`config.mk`:
```
export PLATFORM = sky130hd
export DESIGN_NAME = atc_tower
export DESIGN_NICKNAME = d
export VERILOG_FILES = /design/src/rtl/atc_ctrl_pkg.sv /design/src/rtl/atc_msg_pkg.sv /design/src/rtl/atc_tower.sv /design/src/rtl/atc_reply_sender.sv /design/src/rtl/atc_request_ctrl.sv /design/src/rtl/atc_runway_lock.sv /design/src/rtl/atc_id_pool.sv /design/src/rtl/atc_fifo.sv
export VERILOG_INCLUDE_DIRS = /design/src /design/src/rtl
export SDC_FILE = /design/constraint.sdc
export NUM_CORES = 1
export LEC_CHECK = 0
export BUFFER_PORTS_ARGS = -buffer_cell sky130_fd_sc_hd__buf_2
export CAP_MARGIN = 30
export CORE_UTILIZATION = 60
export DETAILED_ROUTE_END_ITERATION = 7
export PLACE_DENSITY = 0.77
export SLEW_MARGIN = 25
export SYNTH_ARGS = -nofsm -noshare
export SYNTH_HDL_FRONTEND = slang
export SYNTH_SLANG_ARGS = --single-unit
```
`constraint.sdc`:
```
create_clock -name clock -period 8.9 [get_ports clock]
set_input_delay 0.445 -clock clock [delete_from_list [all_inputs] [get_ports clock]]
set_output_delay 0.445 -clock clock [all_outputs]
set_load 0.01 [all_outputs]
```
`src/rtl/atc_config.svh`:
```
//////////////////////////////////////////////////
// Sizes of the tower controller
// The message format is fixed at 8 bits, so the ID
// width cannot change without a new byte layout.
// Queue depths must be powers of two.
//////////////////////////////////////////////////

`ifndef ATC_CONFIG_SVH
`define ATC_CONFIG_SVH

`define ATC_ID_WIDTH 4
`define ATC_NUM_IDS 16

// Queue depths
`define ATC_REQUEST_DEPTH 4
`define ATC_REPLY_DEPTH 4
`define ATC_TAKEOFF_DEPTH 16
`define ATC_LANDING_DEPTH 8

`endif
```
`src/rtl/atc_ctrl_pkg.sv`:
```
//////////////////////////////////////////////////
// Controller-side types
// Two runways, so a runway number is one bit
//////////////////////////////////////////////////

`default_nettype none

`include "atc_config.svh"

package atc_ctrl_pkg;

  // Runway number, also sent as the action bit of CLEAR
  typedef logic runway_t;

  // One bit per plane ID, set while the ID is handed out
  typedef logic [`ATC_NUM_IDS-1:0] id_map_t;

  // Which queue a clearance is taken from
  typedef enum logic [1:0] {
    NONE    = 2'd0,
    TAKEOFF = 2'd1,
    LANDING = 2'd2
  } clear_kind_t;

endpackage

`default_nettype wire

```
`src/rtl/atc_msg_pkg.sv`:
```
//////////////////////////////////////////////////
// Message byte layout and type codes
// Byte is {plane ID, type, action}, MSB first
//////////////////////////////////////////////////

`default_nettype none

`include "atc_config.svh"

package atc_msg_pkg;

  typedef logic [`ATC_ID_WIDTH-1:0] plane_id_t;
  typedef logic [7:0] msg_byte_t;

  // Codes 0 to 3 arrive from aircraft, 4 to 7 are replies
  typedef enum logic [2:0] {
    REQUEST   = 3'd0,
    DECLARE   = 3'd1,
    RETIRED   = 3'd2,
    ID_PLEASE = 3'd3,
    CLEAR     = 3'd4,
    HOLD      = 3'd5,
    SAY_AGAIN = 3'd6,
    DIVERT    = 3'd7
  } msg_type_t;

  function automatic plane_id_t msg_id(msg_byte_t m);
    return m[7:4];
  endfunction

  function automatic msg_type_t msg_type(msg_byte_t m);
    return msg_type_t'(m[3:1]);
  endfunction

  function automatic logic msg_action(msg_byte_t m);
    return m[0];
  endfunction

  function automatic msg_byte_t make_msg(plane_id_t id, msg_type_t kind, logic action);
    return {id, kind, action};
  endfunction

endpackage

`default_nettype wire

```
`src/rtl/atc_tower.sv`:
```
//////////////////////////////////////////////////
// Tower controller top level
// Bytes in on rx_valid strobes, out on tx_send
// A byte arriving at a full request queue is lost
//////////////////////////////////////////////////

`default_nettype none

`include "atc_config.svh"

module atc_tower (
  input  wire logic                   clock,
  input  wire logic                   reset,
  input  wire atc_msg_pkg::msg_byte_t rx_data,
  input  wire logic                   rx_valid,
  input  wire logic                   tx_ready,
  output atc_msg_pkg::msg_byte_t      tx_data,
  output logic                        tx_send,
  output logic                  [1:0] runway_active
);

  // Request side
  atc_msg_pkg::msg_byte_t request;
  atc_msg_pkg::plane_id_t request_id;
  logic request_empty;
  logic request_read;

  // Aircraft queues
  logic takeoff_write;
  logic takeoff_read;
  logic takeoff_full;
  logic takeoff_empty;
  atc_msg_pkg::plane_id_t takeoff_head;
  logic landing_write;
  logic landing_read;
  logic landing_full;
  logic landing_empty;
  atc_msg_pkg::plane_id_t landing_head;

  // Reply side
  atc_msg_pkg::msg_byte_t reply;
  logic reply_write;
  logic reply_read;
  logic reply_full;
  logic reply_empty;

  // ID pool and runways
  atc_msg_pkg::plane_id_t free_id;
  atc_ctrl_pkg::id_map_t taken;
  logic pool_full;
  logic take_id;
  logic release_id;
  atc_ctrl_pkg::runway_t runway;
  atc_msg_pkg::plane_id_t lock_id;
  logic lock;
  logic unlock;

  assign request_id = atc_msg_pkg::msg_id(request);

  //////////////////////////////////////////////////
  // Queues
  //////////////////////////////////////////////////

  atc_fifo #(.WIDTH(8), .DEPTH(`ATC_REQUEST_DEPTH)) i_request_fifo (
    .clock(clock), .reset(reset), .data_in(rx_data), .write(rx_valid),
    .read(request_read), .data_out(request), .full(), .empty(request_empty)
  );

  atc_fifo #(.WIDTH(`ATC_ID_WIDTH), .DEPTH(`ATC_TAKEOFF_DEPTH)) i_takeoff_fifo (
    .clock(clock), .reset(reset), .data_in(request_id), .write(takeoff_write),
    .read(takeoff_read), .data_out(takeoff_head), .full(takeoff_full),
    .empty(takeoff_empty)
  );

  atc_fifo #(.WIDTH(`ATC_ID_WIDTH), .DEPTH(`ATC_LANDING_DEPTH)) i_landing_fifo (
    .clock(clock), .reset(reset), .data_in(request_id), .write(landing_write),
    .read(landing_read), .data_out(landing_head), .full(landing_full),
    .empty(landing_empty)
  );

  atc_fifo #(.WIDTH(8), .DEPTH(`ATC_REPLY_DEPTH)) i_reply_fifo (
    .clock(clock), .reset(reset), .data_in(reply), .write(reply_write),
    .read(reply_read), .data_out(tx_data), .full(reply_full), .empty(reply_empty)
  );

  //////////////////////////////////////////////////
  // Bookkeeping and control
  //////////////////////////////////////////////////

  atc_id_pool i_id_pool (
    .clock(clock), .reset(reset), .release_id_value(request_id),
    .release_strobe(release_id), .take(take_id), .free_id(free_id),
    .taken(taken), .pool_full(pool_full)
  );

  atc_runway_lock i_runway_lock (
    .clock(clock), .reset(reset), .runway(runway), .lock_id(lock_id), .lock(lock),
    .unlock_id(request_id), .unlock(unlock), .runway_active(runway_active)
  );

  atc_request_ctrl i_request_ctrl (
    .clock(clock), .reset(reset), .request_empty(request_empty), .request(request),
    .takeoff_full(takeoff_full), .takeoff_empty(takeoff_empty),
    .takeoff_head(takeoff_head), .landing_full(landing_full),
    .landing_empty(landing_empty), .landing_head(landing_head),
    .reply_full(reply_full), .taken(taken), .pool_full(pool_full), .free_id(free_id),
    .runway_active(runway_active), .request_read(request_read),
    .takeoff_write(takeoff_write), .takeoff_read(takeoff_read),
    .landing_write(landing_write), .landing_read(landing_read),
    .reply_write(reply_write), .reply(reply), .runway(runway), .lock(lock),
    .lock_id(lock_id), .unlock(unlock), .take_id(take_id), .release_id(release_id)
  );

  atc_reply_sender i_reply_sender (
    .clock(clock), .reset(reset), .reply_empty(reply_empty), .tx_ready(tx_ready),
    .reply_read(reply_read), .tx_send(tx_send)
  );

endmodule

`default_nettype wire

```
`src/rtl/atc_reply_sender.sv`:
```
//////////////////////////////////////////////////
// Moves reply bytes to the transmitter
// tx_data is the reply queue output, valid with
// the tx_send pulse
//////////////////////////////////////////////////

`default_nettype none

module atc_reply_sender (
  input  wire logic clock,
  input  wire logic reset,
  input  wire logic reply_empty,
  input  wire logic tx_ready,
  output logic      reply_read,
  output logic      tx_send
);

  typedef enum logic {
    WAIT,
    SEND
  } state_t;

  state_t state;

  // Start a byte only while the transmitter is ready
  assign reply_read = (state == WAIT) && !reply_empty && tx_ready;
  assign tx_send = (state == SEND);

  always_ff @(posedge clock) begin
    if (reset) state <= WAIT;
    else if (reply_read) state <= SEND;
    else state <= WAIT;
  end

endmodule

`default_nettype wire

```
`src/rtl/atc_request_ctrl.sv`:
```
//////////////////////////////////////////////////
// Message handling FSM with the reply register
// One message at a time, then clearances until
// both queues are empty or no runway is free
//////////////////////////////////////////////////

`default_nettype none

module atc_request_ctrl (
  input  wire logic                   clock,
  input  wire logic                   reset,
  input  wire logic                   request_empty,
  input  wire atc_msg_pkg::msg_byte_t request,
  input  wire logic                   takeoff_full,
  input  wire logic                   takeoff_empty,
  input  wire atc_msg_pkg::plane_id_t takeoff_head,
  input  wire logic                   landing_full,
  input  wire logic                   landing_empty,
  input  wire atc_msg_pkg::plane_id_t landing_head,
  input  wire logic                   reply_full,
  input  wire atc_ctrl_pkg::id_map_t  taken,
  input  wire logic                   pool_full,
  input  wire atc_msg_pkg::plane_id_t free_id,
  input  wire logic             [1:0] runway_active,
  output logic                        request_read,
  output logic                        takeoff_write,
  output logic                        takeoff_read,
  output logic                        landing_write,
  output logic                        landing_read,
  output logic                        reply_write,
  output atc_msg_pkg::msg_byte_t      reply,
  output atc_ctrl_pkg::runway_t       runway,
  output logic                        lock,
  output atc_msg_pkg::plane_id_t      lock_id,
  output logic                        unlock,
  output logic                        take_id,
  output logic                        release_id
);

  typedef enum logic [2:0] {
    QUIET,
    INTERPRET,
    REPLY,
    CHECK_QUEUES,
    CLEAR_TAKEOFF,
    CLEAR_LANDING,
    QUEUE_CLEAR
  } state_t;

  state_t state;
  state_t next_state;

  atc_msg_pkg::plane_id_t req_id;
  atc_msg_pkg::msg_type_t req_type;
  logic req_action;

  atc_ctrl_pkg::clear_kind_t pick;
  atc_ctrl_pkg::runway_t free_runway;
  logic takeoff_turn;
  logic reply_load;
  atc_msg_pkg::msg_byte_t reply_next;

  assign req_id = atc_msg_pkg::msg_id(request);
  assign req_type = atc_msg_pkg::msg_type(request);
  assign req_action = atc_msg_pkg::msg_action(request);

  // Lower free runway: 1 only when runway 0 is taken
  assign free_runway = runway_active[0];

  //////////////////////////////////////////////////
  // Queue selection
  //////////////////////////////////////////////////

  always_comb begin
    pick = atc_ctrl_pkg::NONE;
    if (runway_active != 2'b11) begin
      if (!takeoff_empty && (landing_empty || takeoff_turn)) pick = atc_ctrl_pkg::TAKEOFF;
      else if (!landing_empty) pick = atc_ctrl_pkg::LANDING;
    end
  end

  //////////////////////////////////////////////////
  // Next state and strobes
  //////////////////////////////////////////////////

  always_comb begin
    next_state = state;
    request_read = 1'b0;
    takeoff_write = 1'b0;
    takeoff_read = 1'b0;
    landing_write = 1'b0;
    landing_read = 1'b0;
    reply_write = 1'b0;
    runway = free_runway;
    lock = 1'b0;
    lock_id = (state == CLEAR_LANDING) ? landing_head : takeoff_head;
    unlock = 1'b0;
    take_id = 1'b0;
    release_id = 1'b0;
    reply_load = 1'b0;
    reply_next = atc_msg_pkg::make_msg(req_id, atc_msg_pkg::SAY_AGAIN, 1'b0);

    unique case (state)
      QUIET: begin
        if (!request_empty) begin
          request_read = 1'b1;
          next_state = INTERPRET;
        end
      end

      INTERPRET: begin
        next_state = REPLY;
        reply_load = 1'b1;
        unique case (req_type)
          atc_msg_pkg::REQUEST: begin
            if (!taken[req_id]) begin
              // Unknown plane, nothing to answer
              reply_load = 1'b0;
              next_state = CHECK_QUEUES;
            end else if (req_action ? landing_full : takeoff_full) begin
              reply_next = atc_msg_pkg::make_msg(req_id, atc_msg_pkg::DIVERT, 1'b0);
              release_id = 1'b1;
            end else begin
              reply_next = atc_msg_pkg::make_msg(req_id, atc_msg_pkg::HOLD, 1'b0);
              takeoff_write = !req_action;
              landing_write = req_action;
            end
          end
          atc_msg_pkg::DECLARE: begin
            reply_load = 1'b0;
            runway = req_action;
            unlock = 1'b1;
            release_id = 1'b1;
            next_state = CHECK_QUEUES;
          end
          atc_msg_pkg::ID_PLEASE: begin
            if (pool_full) begin
              reply_next = atc_msg_pkg::make_msg('0, atc_msg_pkg::ID_PLEASE, 1'b1);
            end else begin
              reply_next = atc_msg_pkg::make_msg(free_id, atc_msg_pkg::ID_PLEASE, 1'b0);
              take_id = 1'b1;
            end
          end
          // Retired code and reply codes keep the SAY_AGAIN default
          default: ;
        endcase
      end

      REPLY: begin
        if (!reply_full) begin
          reply_write = 1'b1;
          next_state = CHECK_QUEUES;
        end
      end

      CHECK_QUEUES: begin
        unique case (pick)
          atc_ctrl_pkg::TAKEOFF: begin
            takeoff_read = 1'b1;
            next_state = CLEAR_TAKEOFF;
          end
          atc_ctrl_pkg::LANDING: begin
            landing_read = 1'b1;
            next_state = CLEAR_LANDING;
          end
          default: next_state = QUIET;
        endcase
      end

      CLEAR_TAKEOFF, CLEAR_LANDING: begin
        // Queue head is on the registered output now
        lock = 1'b1;
        reply_load = 1'b1;
        reply_next = atc_msg_pkg::make_msg(lock_id, atc_msg_pkg::CLEAR, free_runway);
        next_state = QUEUE_CLEAR;
      end

      QUEUE_CLEAR: begin
        if (!reply_full) begin
          reply_write = 1'b1;
          next_state = CHECK_QUEUES;
        end
      end

      default: next_state = QUIET;
    endcase
  end

  always_ff @(posedge clock) begin
    if (reset) begin
      state <= QUIET;
      takeoff_turn <= 1'b1;
    end else begin
      state <= next_state;
      // Alternate queues on each clearance
      if (lock) takeoff_turn <= !takeoff_turn;
    end
  end

  always_ff @(posedge clock) begin
    if (reply_load) reply <= reply_next;
  end

endmodule

`default_nettype wire

```
`src/rtl/atc_runway_lock.sv`:
```
//////////////////////////////////////////////////
// Owner and active flag of the two runways
// Lock and unlock together are both ignored
//////////////////////////////////////////////////

`default_nettype none

module atc_runway_lock (
  input  wire logic                   clock,
  input  wire logic                   reset,
  input  wire atc_ctrl_pkg::runway_t  runway,
  input  wire atc_msg_pkg::plane_id_t lock_id,
  input  wire logic                   lock,
  input  wire atc_msg_pkg::plane_id_t unlock_id,
  input  wire logic                   unlock,
  output logic                  [1:0] runway_active
);

  atc_msg_pkg::plane_id_t owner [2];
  logic lock_only;
  logic unlock_only;

  assign lock_only = lock && !unlock;
  assign unlock_only = unlock && !lock;

  always_ff @(posedge clock) begin
    if (reset) begin
      runway_active <= 2'b00;
    end else if (lock_only) begin
      runway_active[runway] <= 1'b1;
    end else if (unlock_only && owner[runway] == unlock_id) begin
      // Only the plane holding the runway may free it
      runway_active[runway] <= 1'b0;
    end
  end

  always_ff @(posedge clock) begin
    if (lock_only) owner[runway] <= lock_id;
  end

endmodule

`default_nettype wire

```
`src/rtl/atc_id_pool.sv`:
```
//////////////////////////////////////////////////
// Plane ID allocator
// free_id is the lowest free ID, and 0 when full
// Release wins over take in the same cycle
//////////////////////////////////////////////////

`default_nettype none

`include "atc_config.svh"

module atc_id_pool (
  input  wire logic                  clock,
  input  wire logic                  reset,
  input  wire atc_msg_pkg::plane_id_t release_id_value,
  input  wire logic                  release_strobe,
  input  wire logic                  take,
  output atc_msg_pkg::plane_id_t     free_id,
  output atc_ctrl_pkg::id_map_t      taken,
  output logic                       pool_full
);

  assign pool_full = &taken;

  // Priority search, scanning down so the lowest free bit wins
  always_comb begin
    free_id = '0;
    for (int i = `ATC_NUM_IDS - 1; i >= 0; i--) begin
      if (!taken[i]) free_id = atc_msg_pkg::plane_id_t'(i);
    end
  end

  always_ff @(posedge clock) begin
    if (reset) begin
      taken <= '0;
    end else if (release_strobe) begin
      taken[release_id_value] <= 1'b0;
    end else if (take && !pool_full) begin
      taken[free_id] <= 1'b1;
    end
  end

endmodule

`default_nettype wire

```
`src/rtl/atc_fifo.sv`:
```
//////////////////////////////////////////////////
// Circular queue with a registered read port
// DEPTH must be a power of two
// data_out holds its value until the next read
//////////////////////////////////////////////////

`default_nettype none

module atc_fifo #(
  parameter int WIDTH = 8,
  parameter int DEPTH = 4
) (
  input  wire logic             clock,
  input  wire logic             reset,
  input  wire logic [WIDTH-1:0] data_in,
  input  wire logic             write,
  input  wire logic             read,
  output logic      [WIDTH-1:0] data_out,
  output logic                  full,
  output logic                  empty
);

  localparam int PTR_WIDTH = $clog2(DEPTH);

  logic [WIDTH-1:0] mem [DEPTH];
  logic [PTR_WIDTH-1:0] write_ptr;
  logic [PTR_WIDTH-1:0] read_ptr;
  logic [PTR_WIDTH:0] count;
  logic do_write;
  logic do_read;

  assign empty = (count == '0);
  assign full = (count == (PTR_WIDTH + 1)'(DEPTH));

  // Reads from empty and writes to full are dropped
  assign do_read = read && !empty;
  assign do_write = write && !full;

  always_ff @(posedge clock) begin
    if (reset) begin
      write_ptr <= '0;
      read_ptr <= '0;
      count <= '0;
    end else begin
      if (do_write) write_ptr <= write_ptr + 1'b1;
      if (do_read) read_ptr <= read_ptr + 1'b1;
      if (do_write && !do_read) count <= count + 1'b1;
      else if (do_read && !do_write) count <= count - 1'b1;
    end
  end

  // Storage and output register
  always_ff @(posedge clock) begin
    if (do_write) mem[write_ptr] <= data_in;
    if (do_read) data_out <= mem[read_ptr];
  end

endmodule

`default_nettype wire

```
==> results.yml <==
synth:
  yosys-top-cells-area: "edfxtp_1 54%, dfxtp_1 11%, mux4_2 9.7%, ha_1 2.9%, nor2_1 2.5%"
  yosysTopAreaCell: "edfxtp_1"
  syn-num-nets: 803
  avgSynthCellArea_sq_um: 14.7
  synth_top_area_share_pct: 53.8
  synth.distinct_cells: 72
  yosysWarnings: 0
  synth_area_sq_um: 11200
  synth_enable_flop_cells: 200
  ys_async_sr_fraction_pct: 0
  ys.flop_type: "edfxtp_1"
  yosysSeqAreaShare_pct: 64.5
  synthCells: 761
  ys_seq_elements: 260
cts:
  cts_hold_buf: 0
  cts_resized: 0
  cts_setup_buffers: 0
  cts_root_buffer: "clkbuf_16"
  cts_tree: "yes"
  htree_levels: 1
  clk_pin_slew_ns: 0.06
  numCtsBuffers: 26
  clock_sinks: 260
  clk_latency_ns: 0.52
  clk_path_buf_depth: 3
setup_path:
  crit_path_cell_trace: "nor4_1, nand2b_1, a221o_1, inv_1, ha_1, nand2_1, nor3_2, inv_1, ha_1, inv_1, ha_1, a21o_1, a21oi_1, xnor2_1, or3_1, a21oi_1"
  critPathMaxStageDelay_ns: 0.56
  critPathSlowestCell: "nor4_1"
  critPathMaxFanout: 8
  worstSetupStartpointType: "register"
  arrival_ns: 4.57
  path_class: "register to register"
  end_kind: "register"
  cp.required_ns: 9.34
power_and_ir_drop:
  p_switching_mw: 0.868
  p_leak_nw: 4.15
  p_int_mw: 2.39
  p_clk_share_pct: 34.7
  p_seq_share_pct: 49.1
  combPwrFrac_pct: 16.2
  switching_share_pct: 26.6
  power.density_nw_per_um2: 263
  ir_drop_mv: 0.259
drt:
  vias: 6481
  ant_nets: 0
  viasPerCell: 6.27
  wl_per_cell_um: 21.1
  wl_um: 21800
  dr.first_iter.drc_count: 644
  drc: 6
  firstDrtPassIters: 7
cells_and_area:
  drive_gt1_share_pct: 17.9
  fin_area_sq_um: 12400
  final_cells: 1033
  synthToLayoutAreaGrowth_pct: 10.9
  final_core_utilization_pct: 68.5
  final_cell_mix: "200 x edfxtp_1, 74 x nor2_1, 60 x dfxtp_1"
  fin_nets: 826
  diodes: 0
  mostFrequentLayoutCell: "edfxtp_1"
die:
  die_x_um: 138
  rows: 49
  io_pins: 23
  initial_core_util_pct: 61.8
  core_area_sq_um: 18100
  die_h_um: 138
  dieArea_sq_um: 19200
min_path:
  hold_path_class: "input pin to register"
timing:
  clock_skew_ns: 0.0145
  finalHoldViolCount: 0
  max_slew_margin_pct: 37.5
  rsz0062_at_grt: "no"
  setup_viol: 0
  tns_ns: 0
  drv_slew: 0
  hold-worst-slack_ns: 0.141
  max_freq_ghz: 0.242
  fin_crit_ns: 4.13
  finalCritPeriodShare_pct: 46.4
  worst_slew_pin_slew_ns: 0.925
global_route:
  overflow: 0
  gr-usage-met3_pct: 3.46
  grt_pass1_vias: 6600
  gr-usage-all-layers_pct: 23.3
  grt_max_degree: 53
  grt_pass1_wl_um: 34900
  grt.busiest_layer: "met2"
  use_met1_pct: 30.9
  antenna_found_initial: 0
  use_met2_pct: 40.2
placed_design:
  io_buffers: 22
  dp.cells: 985
  dpl-instance-area_sq_um: 11500
  gp_congestion: 0.895
  hpwl_um: 14300
run:
  max_cap_viol_count: 0
run_status:
  status: "complete, but fails checks"
  violations: "design-rule violations"
==> state kept, by name, summed over array words and instances, names as in the netlist, 2 cells and up, named ones only <==
register and flops:
i_takeoff_fifo.mem 64, i_landing_fifo.mem 32, i_reply_fifo.mem 32, i_request_fifo.mem 32
i_id_pool.taken 16, i_reply_fifo.data_out 8, i_request_ctrl.reply 8, i_request_fifo.data_out 8
i_runway_lock.owner 8, i_takeoff_fifo.count 5, i_landing_fifo.count 4, i_landing_fifo.data_out 4
i_takeoff_fifo.data_out 4, i_takeoff_fifo.read_ptr 4, i_takeoff_fifo.write_ptr 4, i_landing_fifo.read_ptr 3
i_landing_fifo.write_ptr 3, i_reply_fifo.count 3, i_request_ctrl.state 3, i_request_fifo.count 3
i_reply_fifo.read_ptr 2, i_reply_fifo.write_ptr 2, i_request_fifo.read_ptr 2, i_request_fifo.write_ptr 2
==> routing by layer <==
layer	routed length, um	up-vias
li1	-	2941
met5	0	-
met4	530	0
met2	11100	295
met1	8690	3192
met3	1500	53
==> worst max-delay path: cells and delay by family (launching register included) <==
family	cells	cell delay [ns]
simple gates	5	1.68
compound gates	4	0.96
fa+ha+maj	3	0.65
flops	1	0.36
buf+inv	3	0.29
xor+xnor	1	0.13
==> cells by family (layout without fill, tap and decap cells) <==
kind of cell	count (synthesis)	in the layout	share of synthesized area, %
compound gates	99	99	6.06
xor+xnor	30	30	2.35
mux	70	70	11.8
simple gates	208	208	9.29
flops	260	260	64.5
buf+inv	64	107	2.33
fa+ha+maj	30	30	3.63
==> layout make-up <==
type,instances,area (sq um)
well taps,229,287
fillers,1175,5700
flip-flops and latches,260,7210
inverters,30,113
repair buffers,29,163
clock buffers,29,683
multi-input cells,437,3720
clock inverters,19,216
==> power groups by stage <==
stage               sequential, mW  combinational, mW  clock (mW)
floorplan                     1.60              0.368           0
global placement              1.62              0.496           0
detailed placement            1.63              0.522           0
CTS                           1.60              0.527        1.15
global route                  1.62              0.576        1.19
finish                        1.60              0.529        1.13
==> final timing paths <==
check                           slack [ns]  cells after the start               startpoint                        to
worst min-delay path                  0.14                      1               rx_data[7]  i_request_fifo.mem[2][7]
worst max-delay path                  4.77                     16  i_takeoff_fifo.count[0]   i_landing_fifo.count[3]
worst max register to register        4.77                     16  i_takeoff_fifo.count[0]   i_landing_fifo.count[3]
worst min register to register        0.50                      0  i_request_ctrl.reply[2]    i_reply_fifo.mem[2][2]
==> synthesized netlist by cell type, types with 3 or more instances <==
| library cell | count |
|---|---|
| edfxtp_1 | 200 |
| nor2_1 | 74 |
| dfxtp_1 | 60 |
| mux4_2 | 48 |
| nand2_1 | 41 |
| inv_1 | 29 |
| ha_1 | 26 |
| o21ai_0 | 23 |
| clkbuf_1 | 21 |
| a21oi_1 | 20 |
| nor3_1 | 17 |
| xor2_1 | 16 |
| xnor2_1 | 14 |
| and2_1 | 12 |
| mux2_2 | 10 |
| mux2i_1 | 10 |
| nand2b_1 | 9 |
| nor2b_1 | 9 |
| nand3_1 | 8 |
| nand4_1 | 8 |
| o211ai_1 | 8 |
| buf_1 | 7 |
| a31oi_1 | 6 |
| or3_1 | 6 |
| nor3b_1 | 5 |
| nor4_1 | 5 |
| fa_1 | 4 |
| o311ai_0 | 4 |
| a21o_1 | 3 |
| buf_2 | 3 |
| o221a_2 | 3 |
| o22ai_1 | 3 |
==> through the flow <==
step	power [mW]	setup WS (ns)
final	3.26	4.77
after global routing	3.38	4.64
after CTS	3.28	4.51
after detailed placement	2.15	4.51
after global placement	2.11	4.91
after floorplan	1.97	5.30
Power figures use the tool's default switching activity.
